[src/verilog/cpu_pkg.sv]
package cpu_pkg;

	// datapath sizes
	localparam int data_width = 16;
	localparam int reg_addr_width = 3;
	localparam int pc_width = 4;
	localparam int rom_depth = 16;

	// instruction field sizes
	localparam int opcode_width = 4;
	localparam int imm_width = 8;

	// top nibble of every instruction word
	typedef enum logic [opcode_width-1:0] {
		op_ldi = 4'd1,
		op_add = 4'd2,
		op_sub = 4'd3,
		op_jmp = 4'd8,
		op_bz = 4'd12,
		op_out = 4'd15
	} opcode_e;

	// add, sub and out use ra and rb
	typedef struct packed {
		opcode_e opcode;
		logic [reg_addr_width-1:0] ra;
		logic [reg_addr_width-1:0] rb;
		logic [data_width-opcode_width-2*reg_addr_width-1:0] unused;
	} reg_format_t;

	// ldi, low byte is the immediate
	typedef struct packed {
		opcode_e opcode;
		logic [reg_addr_width-1:0] ra;
		logic unused;
		logic [imm_width-1:0] imm;
	} imm_format_t;

	// jmp and bz, target is a full program address
	typedef struct packed {
		opcode_e opcode;
		logic [pc_width-1:0] target;
		logic [data_width-opcode_width-pc_width-1:0] unused;
	} jump_format_t;

	// one 16-bit word seen three ways
	typedef union packed {
		reg_format_t reg_fmt;
		imm_format_t imm_fmt;
		jump_format_t jump_fmt;
	} instruction_u;

	// program load from outside, no handshake
	typedef struct packed {
		logic strobe;
		logic [pc_width-1:0] addr;
		logic [data_width-1:0] data;
	} load_req_t;

	// result port
	typedef struct packed {
		logic strobe;
		logic [data_width-1:0] data;
	} out_resp_t;

	// single register write port
	typedef struct packed {
		logic enable;
		logic [reg_addr_width-1:0] addr;
		logic [data_width-1:0] data;
	} reg_write_t;

endpackage

[src/verilog/cpu_core.sv]
`timescale 1ns/100ps

module cpu_core (
	input logic clk,
	input logic reset,
	input logic run,
	input cpu_pkg::instruction_u instruction,
	output logic [cpu_pkg::pc_width-1:0] pc,
	output logic [cpu_pkg::reg_addr_width-1:0] read_a_addr,
	output logic [cpu_pkg::reg_addr_width-1:0] read_b_addr,
	input logic [cpu_pkg::data_width-1:0] read_a_data,
	input logic [cpu_pkg::data_width-1:0] read_b_data,
	output cpu_pkg::reg_write_t reg_write,
	output cpu_pkg::out_resp_t out_resp
);

	// decoded opcode
	cpu_pkg::opcode_e opcode;

	// one-hot instruction class
	logic is_ldi;
	logic is_add;
	logic is_sub;
	logic is_jmp;
	logic is_bz;
	logic is_out;

	// zero status, written only by sub
	logic zero;

	// alu results
	logic [cpu_pkg::data_width-1:0] sum;
	logic [cpu_pkg::data_width-1:0] diff;
	logic [cpu_pkg::data_width-1:0] imm_ext;
	logic [cpu_pkg::data_width-1:0] write_data;
	logic write_enable;

	// next pc selection
	logic [cpu_pkg::pc_width-1:0] pc_inc;
	logic [cpu_pkg::pc_width-1:0] jump_target;
	logic branch_taken;
	logic [cpu_pkg::pc_width-1:0] pc_next;

	// opcode sits in the same place in every format
	assign opcode = instruction.reg_fmt.opcode;

	// register indices
	// ra is shared by register and immediate formats
	assign read_a_addr = instruction.reg_fmt.ra;
	assign read_b_addr = instruction.reg_fmt.rb;

	// jump target from the jump view of the word
	assign jump_target = instruction.jump_fmt.target;

	// instruction class decode
	// anything not listed falls through as a no-op
	always_comb begin
		is_ldi = 1'b0;
		is_add = 1'b0;
		is_sub = 1'b0;
		is_jmp = 1'b0;
		is_bz = 1'b0;
		is_out = 1'b0;
		case (opcode)
			cpu_pkg::op_ldi: begin
				is_ldi = 1'b1;
			end
			cpu_pkg::op_add: begin
				is_add = 1'b1;
			end
			cpu_pkg::op_sub: begin
				is_sub = 1'b1;
			end
			cpu_pkg::op_jmp: begin
				is_jmp = 1'b1;
			end
			cpu_pkg::op_bz: begin
				is_bz = 1'b1;
			end
			cpu_pkg::op_out: begin
				is_out = 1'b1;
			end
			default: begin
				// no-op
			end
		endcase
	end

	// add and subtract, both wrap at 16 bits
	assign sum = read_a_data + read_b_data;
	assign diff = read_a_data - read_b_data;

	// immediate is zero-extended and loaded, not added
	assign imm_ext = {
		{(cpu_pkg::data_width - cpu_pkg::imm_width){1'b0}},
		instruction.imm_fmt.imm
	};

	// write data select
	always_comb begin
		write_data = sum;
		write_enable = 1'b0;
		if (is_ldi) begin
			write_data = imm_ext;
			write_enable = 1'b1;
		end else if (is_add) begin
			write_data = sum;
			write_enable = 1'b1;
		end else if (is_sub) begin
			write_data = diff;
			write_enable = 1'b1;
		end
	end

	// register write port
	// held off while the core is stopped
	always_comb begin
		reg_write.enable = run & write_enable;
		reg_write.addr = instruction.reg_fmt.ra;
		reg_write.data = write_data;
	end

	// pc increment, wraps at 16 words
	assign pc_inc = pc + 1'b1;

	// jmp always, bz only on zero flag
	assign branch_taken = is_jmp | (is_bz & zero);

	assign pc_next = branch_taken ? jump_target : pc_inc;

	// program counter and zero flag
	always_ff @(posedge clk) begin
		if (reset) begin
			pc <= '0;
			zero <= 1'b0;
		end else if (run) begin
			pc <= pc_next;
			// Only sub touches the flag; add and ldi leave it alone.
			if (is_sub) begin
				zero <= (diff == '0);
			end
		end
	end

	// output register
	// strobe lasts one cycle, data holds until the next out
	always_ff @(posedge clk) begin
		if (reset) begin
			out_resp <= '0;
		end else begin
			out_resp.strobe <= run & is_out;
			if (run && is_out) begin
				out_resp.data <= read_a_data;
			end
		end
	end

endmodule

[src/verilog/cpu_top.sv]
`timescale 1ns/100ps

module cpu_top (
	input logic clk,
	input logic reset,
	input logic run,
	input cpu_pkg::load_req_t load,
	output cpu_pkg::out_resp_t out_resp
);

	// fetch path
	logic [cpu_pkg::pc_width-1:0] pc;
	cpu_pkg::instruction_u instruction;

	// register file ports
	logic [cpu_pkg::reg_addr_width-1:0] read_a_addr;
	logic [cpu_pkg::reg_addr_width-1:0] read_b_addr;
	logic [cpu_pkg::data_width-1:0] read_a_data;
	logic [cpu_pkg::data_width-1:0] read_b_data;
	cpu_pkg::reg_write_t reg_write;

	// program store, loaded from outside
	program_rom program_rom_inst (
		.clk(clk),
		.load(load),
		.pc(pc),
		.instruction(instruction)
	);

	// register file
	register_file register_file_inst (
		.clk(clk),
		.reset(reset),
		.read_a_addr(read_a_addr),
		.read_b_addr(read_b_addr),
		.write(reg_write),
		.read_a_data(read_a_data),
		.read_b_data(read_b_data)
	);

	// execute core
	// one instruction per clock while run is high
	cpu_core cpu_core_inst (
		.clk(clk),
		.reset(reset),
		.run(run),
		.instruction(instruction),
		.pc(pc),
		.read_a_addr(read_a_addr),
		.read_b_addr(read_b_addr),
		.read_a_data(read_a_data),
		.read_b_data(read_b_data),
		.reg_write(reg_write),
		.out_resp(out_resp)
	);

endmodule

[src/verilog/program_rom.sv]
`timescale 1ns/100ps

module program_rom (
	input logic clk,
	input cpu_pkg::load_req_t load,
	input logic [cpu_pkg::pc_width-1:0] pc,
	output cpu_pkg::instruction_u instruction
);

	// program words
	// no reset here, contents outlive a core reset
	logic [cpu_pkg::data_width-1:0] mem [cpu_pkg::rom_depth];

	// fetch data for the current pc
	logic [cpu_pkg::data_width-1:0] fetch_word;

	// load port write
	// one word per strobe, any cycle
	always_ff @(posedge clk) begin
		if (load.strobe) begin
			mem[load.addr] <= load.data;
		end
	end

	// combinational read at pc
	assign fetch_word = mem[pc];

	// hand the raw word over as the decoded union
	assign instruction = cpu_pkg::instruction_u'(fetch_word);

endmodule

[src/verilog/register_file.sv]
`timescale 1ns/100ps

module register_file (
	input logic clk,
	input logic reset,
	input logic [cpu_pkg::reg_addr_width-1:0] read_a_addr,
	input logic [cpu_pkg::reg_addr_width-1:0] read_b_addr,
	input cpu_pkg::reg_write_t write,
	output logic [cpu_pkg::data_width-1:0] read_a_data,
	output logic [cpu_pkg::data_width-1:0] read_b_data
);

	localparam int reg_count = 2 ** cpu_pkg::reg_addr_width;

	// eight general registers
	logic [cpu_pkg::data_width-1:0] regs [reg_count];

	// write port
	// all registers back to zero on reset
	always_ff @(posedge clk) begin
		if (reset) begin
			for (int i = 0; i < reg_count; i++) begin
				regs[i] <= '0;
			end
		end else if (write.enable) begin
			regs[write.addr] <= write.data;
		end
	end

	// read ports, no bypass
	// a write lands at the edge, so the next instruction sees it
	assign read_a_data = regs[read_a_addr];
	assign read_b_data = regs[read_b_addr];

endmodule
[config.mk]
export PLATFORM = sky130hd
export DESIGN_NAME = cpu_top
export DESIGN_NICKNAME = d
export VERILOG_FILES = /design/src/verilog/cpu_pkg.sv /design/src/verilog/cpu_core.sv /design/src/verilog/cpu_top.sv /design/src/verilog/program_rom.sv /design/src/verilog/register_file.sv
export SDC_FILE = /design/constraint.sdc
export NUM_CORES = 1
export LEC_CHECK = 0
export ABC_AREA = 1
export BUFFER_PORTS_ARGS = -buffer_cell sky130_fd_sc_hd__buf_2
export CAP_MARGIN = 20
export CORE_MARGIN = 5
export CORE_UTILIZATION = 40
export DETAILED_ROUTE_END_ITERATION = 8
export GPL_ROUTABILITY_DRIVEN = 1
export GPL_TIMING_DRIVEN = 0
export PLACE_DENSITY_LB_ADDON = 0.3
export SYNTH_ARGS = -nofsm -noshare
export SYNTH_HDL_FRONTEND = slang
export SYNTH_SLANG_ARGS = --single-unit
export TNS_END_PERCENT = 100
[constraint.sdc]
create_clock -name clk -period 4 [get_ports clk]
set_clock_uncertainty 0.05 [all_clocks]
set_input_delay 0.4 -clock clk [delete_from_list [all_inputs] [get_ports clk]]
set_output_delay 0.4 -clock clk [all_outputs]
set_load 0.05 [all_outputs]
== Yosys cells after proc, flatten, opt, wreduce, memory -nomap -nowiden ==
Memory sizes are Yosys's and may differ from the RTL's. A register that Yosys moved wholly into a read port is not among the register bits.
Index checks and enable logic that the tools add are counted.
Word-level totals
  word-level logic and storage cells: 48
  bits of input ports: 24
  output and inout port bits: 17
  register bits after elaboration: 22
  memories: 2
  RAM bits: 384
Memories
  program_rom_inst.mem: words 16, width 16, read ports 1, clocked after memory_dff 1, wr ports 1, RTL line program_rom.sv:12  | logic [cpu_pkg::data_width-1:0] mem [cpu_pkg::rom_depth];
  register_file_inst.regs: words 8, width 16, read ports 2, clocked after memory_dff 0, wr ports 8, RTL line register_file.sv:16  | logic [cpu_pkg::data_width-1:0] regs [reg_count];
Cells by class
  add/subtract/negate cells: 3
  bitwise logic cells: 4
  equality and inequality tests: 6
  muxes and demuxes: 25
  reductions and logical operators: 4
Operators with widths (number)
  two-way mux 16 bit: 4
  two-way mux 1 bit: 17
  adder 16 bit: 1
  zero test 16 bit: 1
  OR reduction 16 bit: 1
  subtractor 16 bit: 1
  == test 4 bit, second input constant: 3
  two-way mux 4 bit: 3
  == test 4 x 2 -> 1 bit, second input constant: 2
  adder 4 x 1 -> 4 bit, second input constant: 1
  == test 4 x 1 -> 1 bit, second input constant: 1
  bitwise AND 1 bit: 3
  two-way mux 3 bit: 1
  AND reduction 2 bit: 1
  logical AND 1 bit: 1
  bitwise OR 1 bit: 1

== Depth between registers and ports, before layout ==
Gate-level depths: netlist of run 1.
  depth after elaboration: 11
  depth in mapped cells: 36

== By module ==
From an unflattened synthesis of run 1, not the netlist that was laid out.
Second synthesis, totals
  cell total of the unflattened synthesis: 2615
  area total of the unflattened synthesis: 21620.7 um2
Modules (own cells, without submodules)
  program_rom: cells each 1058, area an instance 11060.6 um2, instances 1, sequential area each 7687.4 um2
  register_file: cells each 1032, area an instance 7532.2 um2, instances 1, sequential area each 3843.7 um2
  cpu_core: cells each 525, area an instance 3027.9 um2, instances 1, sequential area each 440.4 um2

== Worst setup path after synthesis of run 1 ==
Ideal clock, no wire load.
  kind: reg2reg
  start point: register with a tool-made name
  end point: memory register_file_inst.regs[0][12] (netlist name) (data pin)
  path slack: -122 ps
  data arrival time: 3811 ps
  path buffers: 4
  setup time: 261 ps
  data required time: 3689 ps
  cell stages (with the launch flop): 30
  clock period less this slack: 4122 ps
  cells stage by stage: dfxtp_1 -> buf_6 -> or2_2 -> nand3_1 -> nand3_1 -> nand3_2 -> nand2_2 -> buf_6 -> buf_2 -> buf_2 -> a21oi_1 -> o21ai_0 -> nand3_1 -> nand2_1 -> ha_1 -> fa_1 -> nand3_1 -> nand2_1 -> nand2_1 -> nand2_1 -> a21oi_1 -> o21ai_0 -> inv_1 -> nor2_1 -> nor2_1 -> o21ai_0 -> xor2_1 -> nand2_1 -> nand3_1 -> nor2_1
RTL lines (RTL line)
  end, declared: register_file.sv:16

==> results of run 1 <==
stage by stage:
stage	instance area (um2)	setup slack, ps
floorplan	20000	2.04
global placement	21000	-1910
detailed placement	21400	-1930
CTS	24000	-512
global route	26100	-689
finish	26100	-546
metal layers:
metal,track usage,share of wire
met5,0,0
met4,0.0844,0.046
met3,0.0391,0.095
met2,0.378,0.48
met1,0.299,0.38
final cells by class:
type,instances,share of cell area
repair buffers,194,0.0708
multi-input cells,1313,0.307
plain buffers,97,0.0350
well taps,664,0.0318
flip-flops and latches,410,0.462
clock inverters,36,0.0171
inverters,211,0.0336
clock buffers,47,0.0434
diodes,2,0.000192
cells in the mapped netlist, drive strengths merged (21+ instances only):
master / n
buf: 79
nor2: 266
o22ai: 53
ha: 31
edfxtp: 384
clkbuf: 21
a21oi: 75
o21ai: 130
nand2: 456
nand3: 195
dfxtp: 26
inv: 209
cell families after synthesis:
group	after synthesis	synth area share
AO/OA/AOI/OAI	322	0.100
XOR/XNOR	21	0.00921
adder cells (fa/ha/maj)	33	0.0214
buffers and inverters	311	0.0700
flip-flops	410	0.603
AND/OR/NAND/NOR	936	0.195
worst max-delay path by stage:
stage / from / to / cells after the start
after global placement: flop / register_file_inst.regs[3][15] / 24
after CTS: flop / register_file_inst.regs[7][14] / 31
final: flop / register_file_inst.regs[1][14] / 31
after global routing: flop / register_file_inst.regs[6][13] / 28
after detailed placement: flop / register_file_inst.regs[0][15] / 25
after floorplan: flop / register_file_inst.regs[0][12] / 29
power by group:
group          internal [mW]  switching (mW)
registers               4.84          0.0638
logic                   4.04            6.38
clock network           2.66            1.80
total                   11.5            8.25
worst reg2reg max path: cells and delay by family, from the launching register on:
family	cells	cell delay, ps
adder cells (fa/ha/maj)	1	280
flip-flops	1	370
buffers and inverters	10	1260
AO/OA/AOI/OAI	5	820
XOR/XNOR	1	230
AND/OR/NAND/NOR	14	1300
flip-flops by register name, indices dropped and copies added (netlist names), named ones only:
register / cells
program_rom_inst.mem: 256
register_file_inst.regs: 128
cpu_core_inst.out_resp: 17
cpu_core_inst.pc: 4
cpu_core_inst.zero: 1
timing repair:
action / in CTS / in global routing
resized for setup: 194 / 313
hold buffers: 0 / 0
setup endpoints to repair: 153 / 117
buffers inserted: 39 / 92
pin swaps: 50 / 107
cloned: 1 / 7
==> impl_metrics.toml, run 1 <==
[yosys]
synth_ff_type = "edfxtp_1"
syn-num-nets = 2090
synthTopCellsByArea = "edfxtp_1 (58%), nand2_1 (8.5%), nor2_1 (4.8%)"
syn_area_mm2 = 0.0200
synth_cell_type_count = 55
ys.warnings.count = 0
synth-seq-cells = 410
synth_cells = 2033
yosysTopAreaCell = "edfxtp_1"
async_reset_ff_frac = 0
synth_seq_area_share = 0.603
synth_edf_count = 384
syn_avg_cell_area_um2 = 9.82
synth_top_cell_area_share = 0.577

[grt]
grt_pass1_vias = 15274
antenna_found_initial = 1
grt-ovfl-total = 0
grt_max_degree = 17
grt_use_total = 0.227
grt_pass1_wl_mm = 93.3

[clock_network]
clock-sinks = 410
cts.clk_slew.worst_paths_ps = 60
clock_tree.root_cell = "clkbuf_16"
cts-buffers-inserted = 45
htree_levels = 2
clock_path_buffers = 3
cts_tree = "done"
clk_latency_ps = 590

[timing]
period_share = 1.14
rsz0062_at_grt = "yes"
worst_pin_slew_ps = 1140
tns_ps = -33400
whs_ps = 135
slew_headroom = 0.235
timing.final.ws_setup_ps = -546
fmax_ghz = 0.220
layout_min_cycle_time_ps = 4550
slew_viol_final = 0
setup_viol = 97
hold_viol_final = 0

[floorplanning]
die_area_mm2 = 0.0545
rows = 81
die_w_um = 233
initial_core_util = 0.406
core-area_mm2 = 0.0492
die_h_um = 233
io_pins = 41

[placement]
port_buffers = 40
place_congestion = 0.912
dp.cells = 2753
hpwl_mm = 41.7

[cells_and_area]
final_util = 0.531
drive_gt1_frac = 0.297
final_cell_mix = "nand2_1 (403), edfxtp_1 (384), nor2_1 (189)"
n_fill_cell = 4223
area_growth_pct = 30.8
stdcell_count = 2974
register_area_mm2 = 0.0121
final_common_cell = "nand2_1"
nets = 2329
multi_input_area_mm2 = 0.00801

[setup_path]
crit_arrival_ps = 4830
r2r-end = "register_file_inst.regs[1][14]"
rrSetupSlack_ps = -550
rr_worst_depth = 31
cpMaxStageDelayCell = "dfxtp_4"
timing.critical_path.buf_inv = 10
slowest_delay_ps = 370
critPathLaunchType = "flop"
cpMostUsedCell = "nand2_1"
path_class = "flop to flop"
critPathCaptureType = "flop"
crit_required_ps = 4290
cp_top_family = "simple AND/OR/NAND/NOR gates"
critPathMaxFanout = 9

[power_and_ir_drop]
power_density_mw_per_mm2 = 757
power_mw = 19.8
p_leak_nw = 10.2
vdd_drop_max_mv = 0.890

[outcome]
violations = "setup timing"
status = "finished, violations left"

[routing]
wl_per_cell_um = 22.2
drt_wl_total_mm = 66.0
dr.pass1.iters = 6
antenna_left = 0
drt_iter0_drc = 2019
remaining_drc_errors = 0
routed-via-count = 16633
viasPerCell = 5.59

[min_path]
hold_end = "cpu_core_inst.pc[1]"
hold-path-cell-count = 3
hold_class = "primary input to flop"
hold_start = "run"

[run]
drv_cap = 0
No activity file was read; power rests on OpenSTA's default activity.
==> inputs of run 2 (changes only) <==
==> constraint.sdc (replaced) <==
create_clock -name clk -period 4.7 [get_ports clk]
set_clock_uncertainty 0.05 [all_clocks]
set_input_delay 0.47 -clock clk [delete_from_list [all_inputs] [get_ports clk]]
set_output_delay 0.47 -clock clk [all_outputs]
set_load 0.05 [all_outputs]
==> impl_metrics.toml, run 2 (synthesized netlist as in run 1, its figures left out) <==
[grt]
grt_pass1_wl_mm = 92.9
antenna_found_initial = 2
grt-ovfl-total = 0
grt_pass1_vias = 15330
grt_max_degree = 17
grt_use_total = 0.227

[min_path]
hold_class = "primary input to flop"
hold_start = "run"
hold-path-cell-count = 3

[cells_and_area]
drive_gt1_frac = 0.193
nets = 2252
area_growth_pct = 20.7
largest_reg_flops = 256
reg_top3 = "program_rom_inst.mem x256, register_file_inst.regs x128, cpu_core_inst.out_resp x17"
final_common_cell = "nand2_1"
stdcell_count = 2894
max_flop_register = "program_rom_inst.mem"
final_cell_mix = "nand2_1 (434), edfxtp_1 (384), nor2_1 (235)"

[timing]
timing.final.ws_setup_ps = 132
rsz0062_at_grt = "yes"
slew_viol_final = 0
setup_viol = 0
slew_headroom = 0.254
period_share = 0.972
hold_viol_final = 0
worst_pin_slew_ps = 1120
layout_min_cycle_time_ps = 4570
whs_ps = 187
fmax_ghz = 0.219

[setup_path]
cpMaxStageDelayCell = "dfxtp_4"
critPathCaptureType = "flop"
path_class = "flop to flop"
critPathMaxFanout = 8
cp_top_family = "simple AND/OR/NAND/NOR gates"
cpMostUsedCell = "nand3_1"
rr_worst_depth = 30
timing.critical_path.buf_inv = 8
rrSetupSlack_ps = 130
r2r-end = "register_file_inst.regs[7][15]"
slowest_delay_ps = 360
crit_required_ps = 4980
crit_arrival_ps = 4840
critPathLaunchType = "flop"

[clock_network]
cts.clk_slew.worst_paths_ps = 60
hold_buffers = 0
htree_levels = 2
clock_tree.root_cell = "clkbuf_16"
clock-sinks = 410
cts-buffers-inserted = 44
clk_latency_ps = 600
clock_path_buffers = 3
cts_tree = "done"

[placement]
place_congestion = 0.927
dp.cells = 2753
hpwl_mm = 41.6
pre_cts_slack_ps = -1240
port_buffers = 40

[floorplanning]
core-area_mm2 = 0.0492
initial_core_util = 0.406
rows = 81
io_pins = 41
die_w_um = 233
die_area_mm2 = 0.0545
die_h_um = 233

[routing]
drt_wl_total_mm = 63.9
drt_iter0_drc = 1896
antenna_left = 0
dr_wl_met2_mm = 30.1
dr.pass1.iters = 7
routed-via-count = 16037
viasPerCell = 5.54
wl_met1_mm = 25.5
dr.max_layer_used = "met4"
remaining_drc_errors = 0
dr_wl_met3_mm = 5.61
wl_per_cell_um = 22.1

[power_and_ir_drop]
power_density_mw_per_mm2 = 599
p_leak_nw = 9.54
vdd_drop_max_mv = 0.466

[outcome]
status = "complete, no violations"

[run]
drv_cap = 0
[run 2: cell types whose count changed in the layout (fill, tap and decap cells not counted), sizes merged]
cell,before,now
clkinv,28,21
clkinvlp,4,0
bufinv,9,5
nand3,195,196
nand2,457,456
buf,264,187
clkbuf,74,78
inv,206,214
[run 2: area by class of cell]
class	count	area, um2
clock inverters	29	322
repair buffers	117	1050
multi-input cells	1313	7080
flip-flops and latches	410	12100
plain buffers	98	790
well taps	664	831
clock buffers	50	1130
fillers	4451	25100
inverters	211	840
diodes	2	5.00
[run 2: worst register-to-register path, delay by kind of cell, from the launching register on]
kind / cells / cell delay [ps]
compound gates: 6 / 1070
fa+ha+maj: 1 / 290
buf+inv: 8 / 980
flops: 1 / 360
simple gates: 15 / 1590
[run 2: where the power goes]
group	total (mW)	switching [mW]	leakage [nW]	internal, mW
sequential	4.17	0.0508	3.85	4.12
combinational	6.71	4.48	4.98	2.23
clock	3.55	1.52	0.722	2.03
[run 2: worst max-delay path by stage]
stage / end / depth (start not counted) / start / slack [ps]
3_5_place_dp: register_file_inst.regs[4][15] / 24 / flop / -1240
2_1_floorplan: register_file_inst.regs[0][12] / 29 / flop / 580
6_report: register_file_inst.regs[7][15] / 30 / flop / 130
4_1_cts: register_file_inst.regs[0][14] / 30 / flop / -60
5_1_grt: register_file_inst.regs[5][14] / 31 / flop / -90
3_3_place_gp: register_file_inst.regs[0][15] / 24 / flop / -1200
[run 2: timing repair]
item | CTS | global route
cloned | 0 | 4
setup buffers | 19 | 39
resized for setup | 85 | 140
pin swaps | 11 | 36
setup endpoints to repair | 113 | 99
[run 2: per-layer routing]
layer,global-route usage,up-vias
li1,-,7318
met1,0.299,7729
met2,0.367,831
met3,0.0374,159
met4,0.108,0
met5,0,-
[run 2: per-stage QoR]
stage | util | setup TNS, ps | power (mW) | instance area [um2]
2_1_floorplan | - | 0 | 7.83 | 20000
3_3_place_gp | 0.427 | -87960 | 9.55 | 21000
3_5_place_dp | 0.434 | -85170 | 9.62 | 21300
4_1_cts | 0.472 | -419 | 13.6 | 23200
5_1_grt | 0.490 | -1850 | 15.1 | 24100
6_report | 0.490 | 0 | 14.4 | 24100
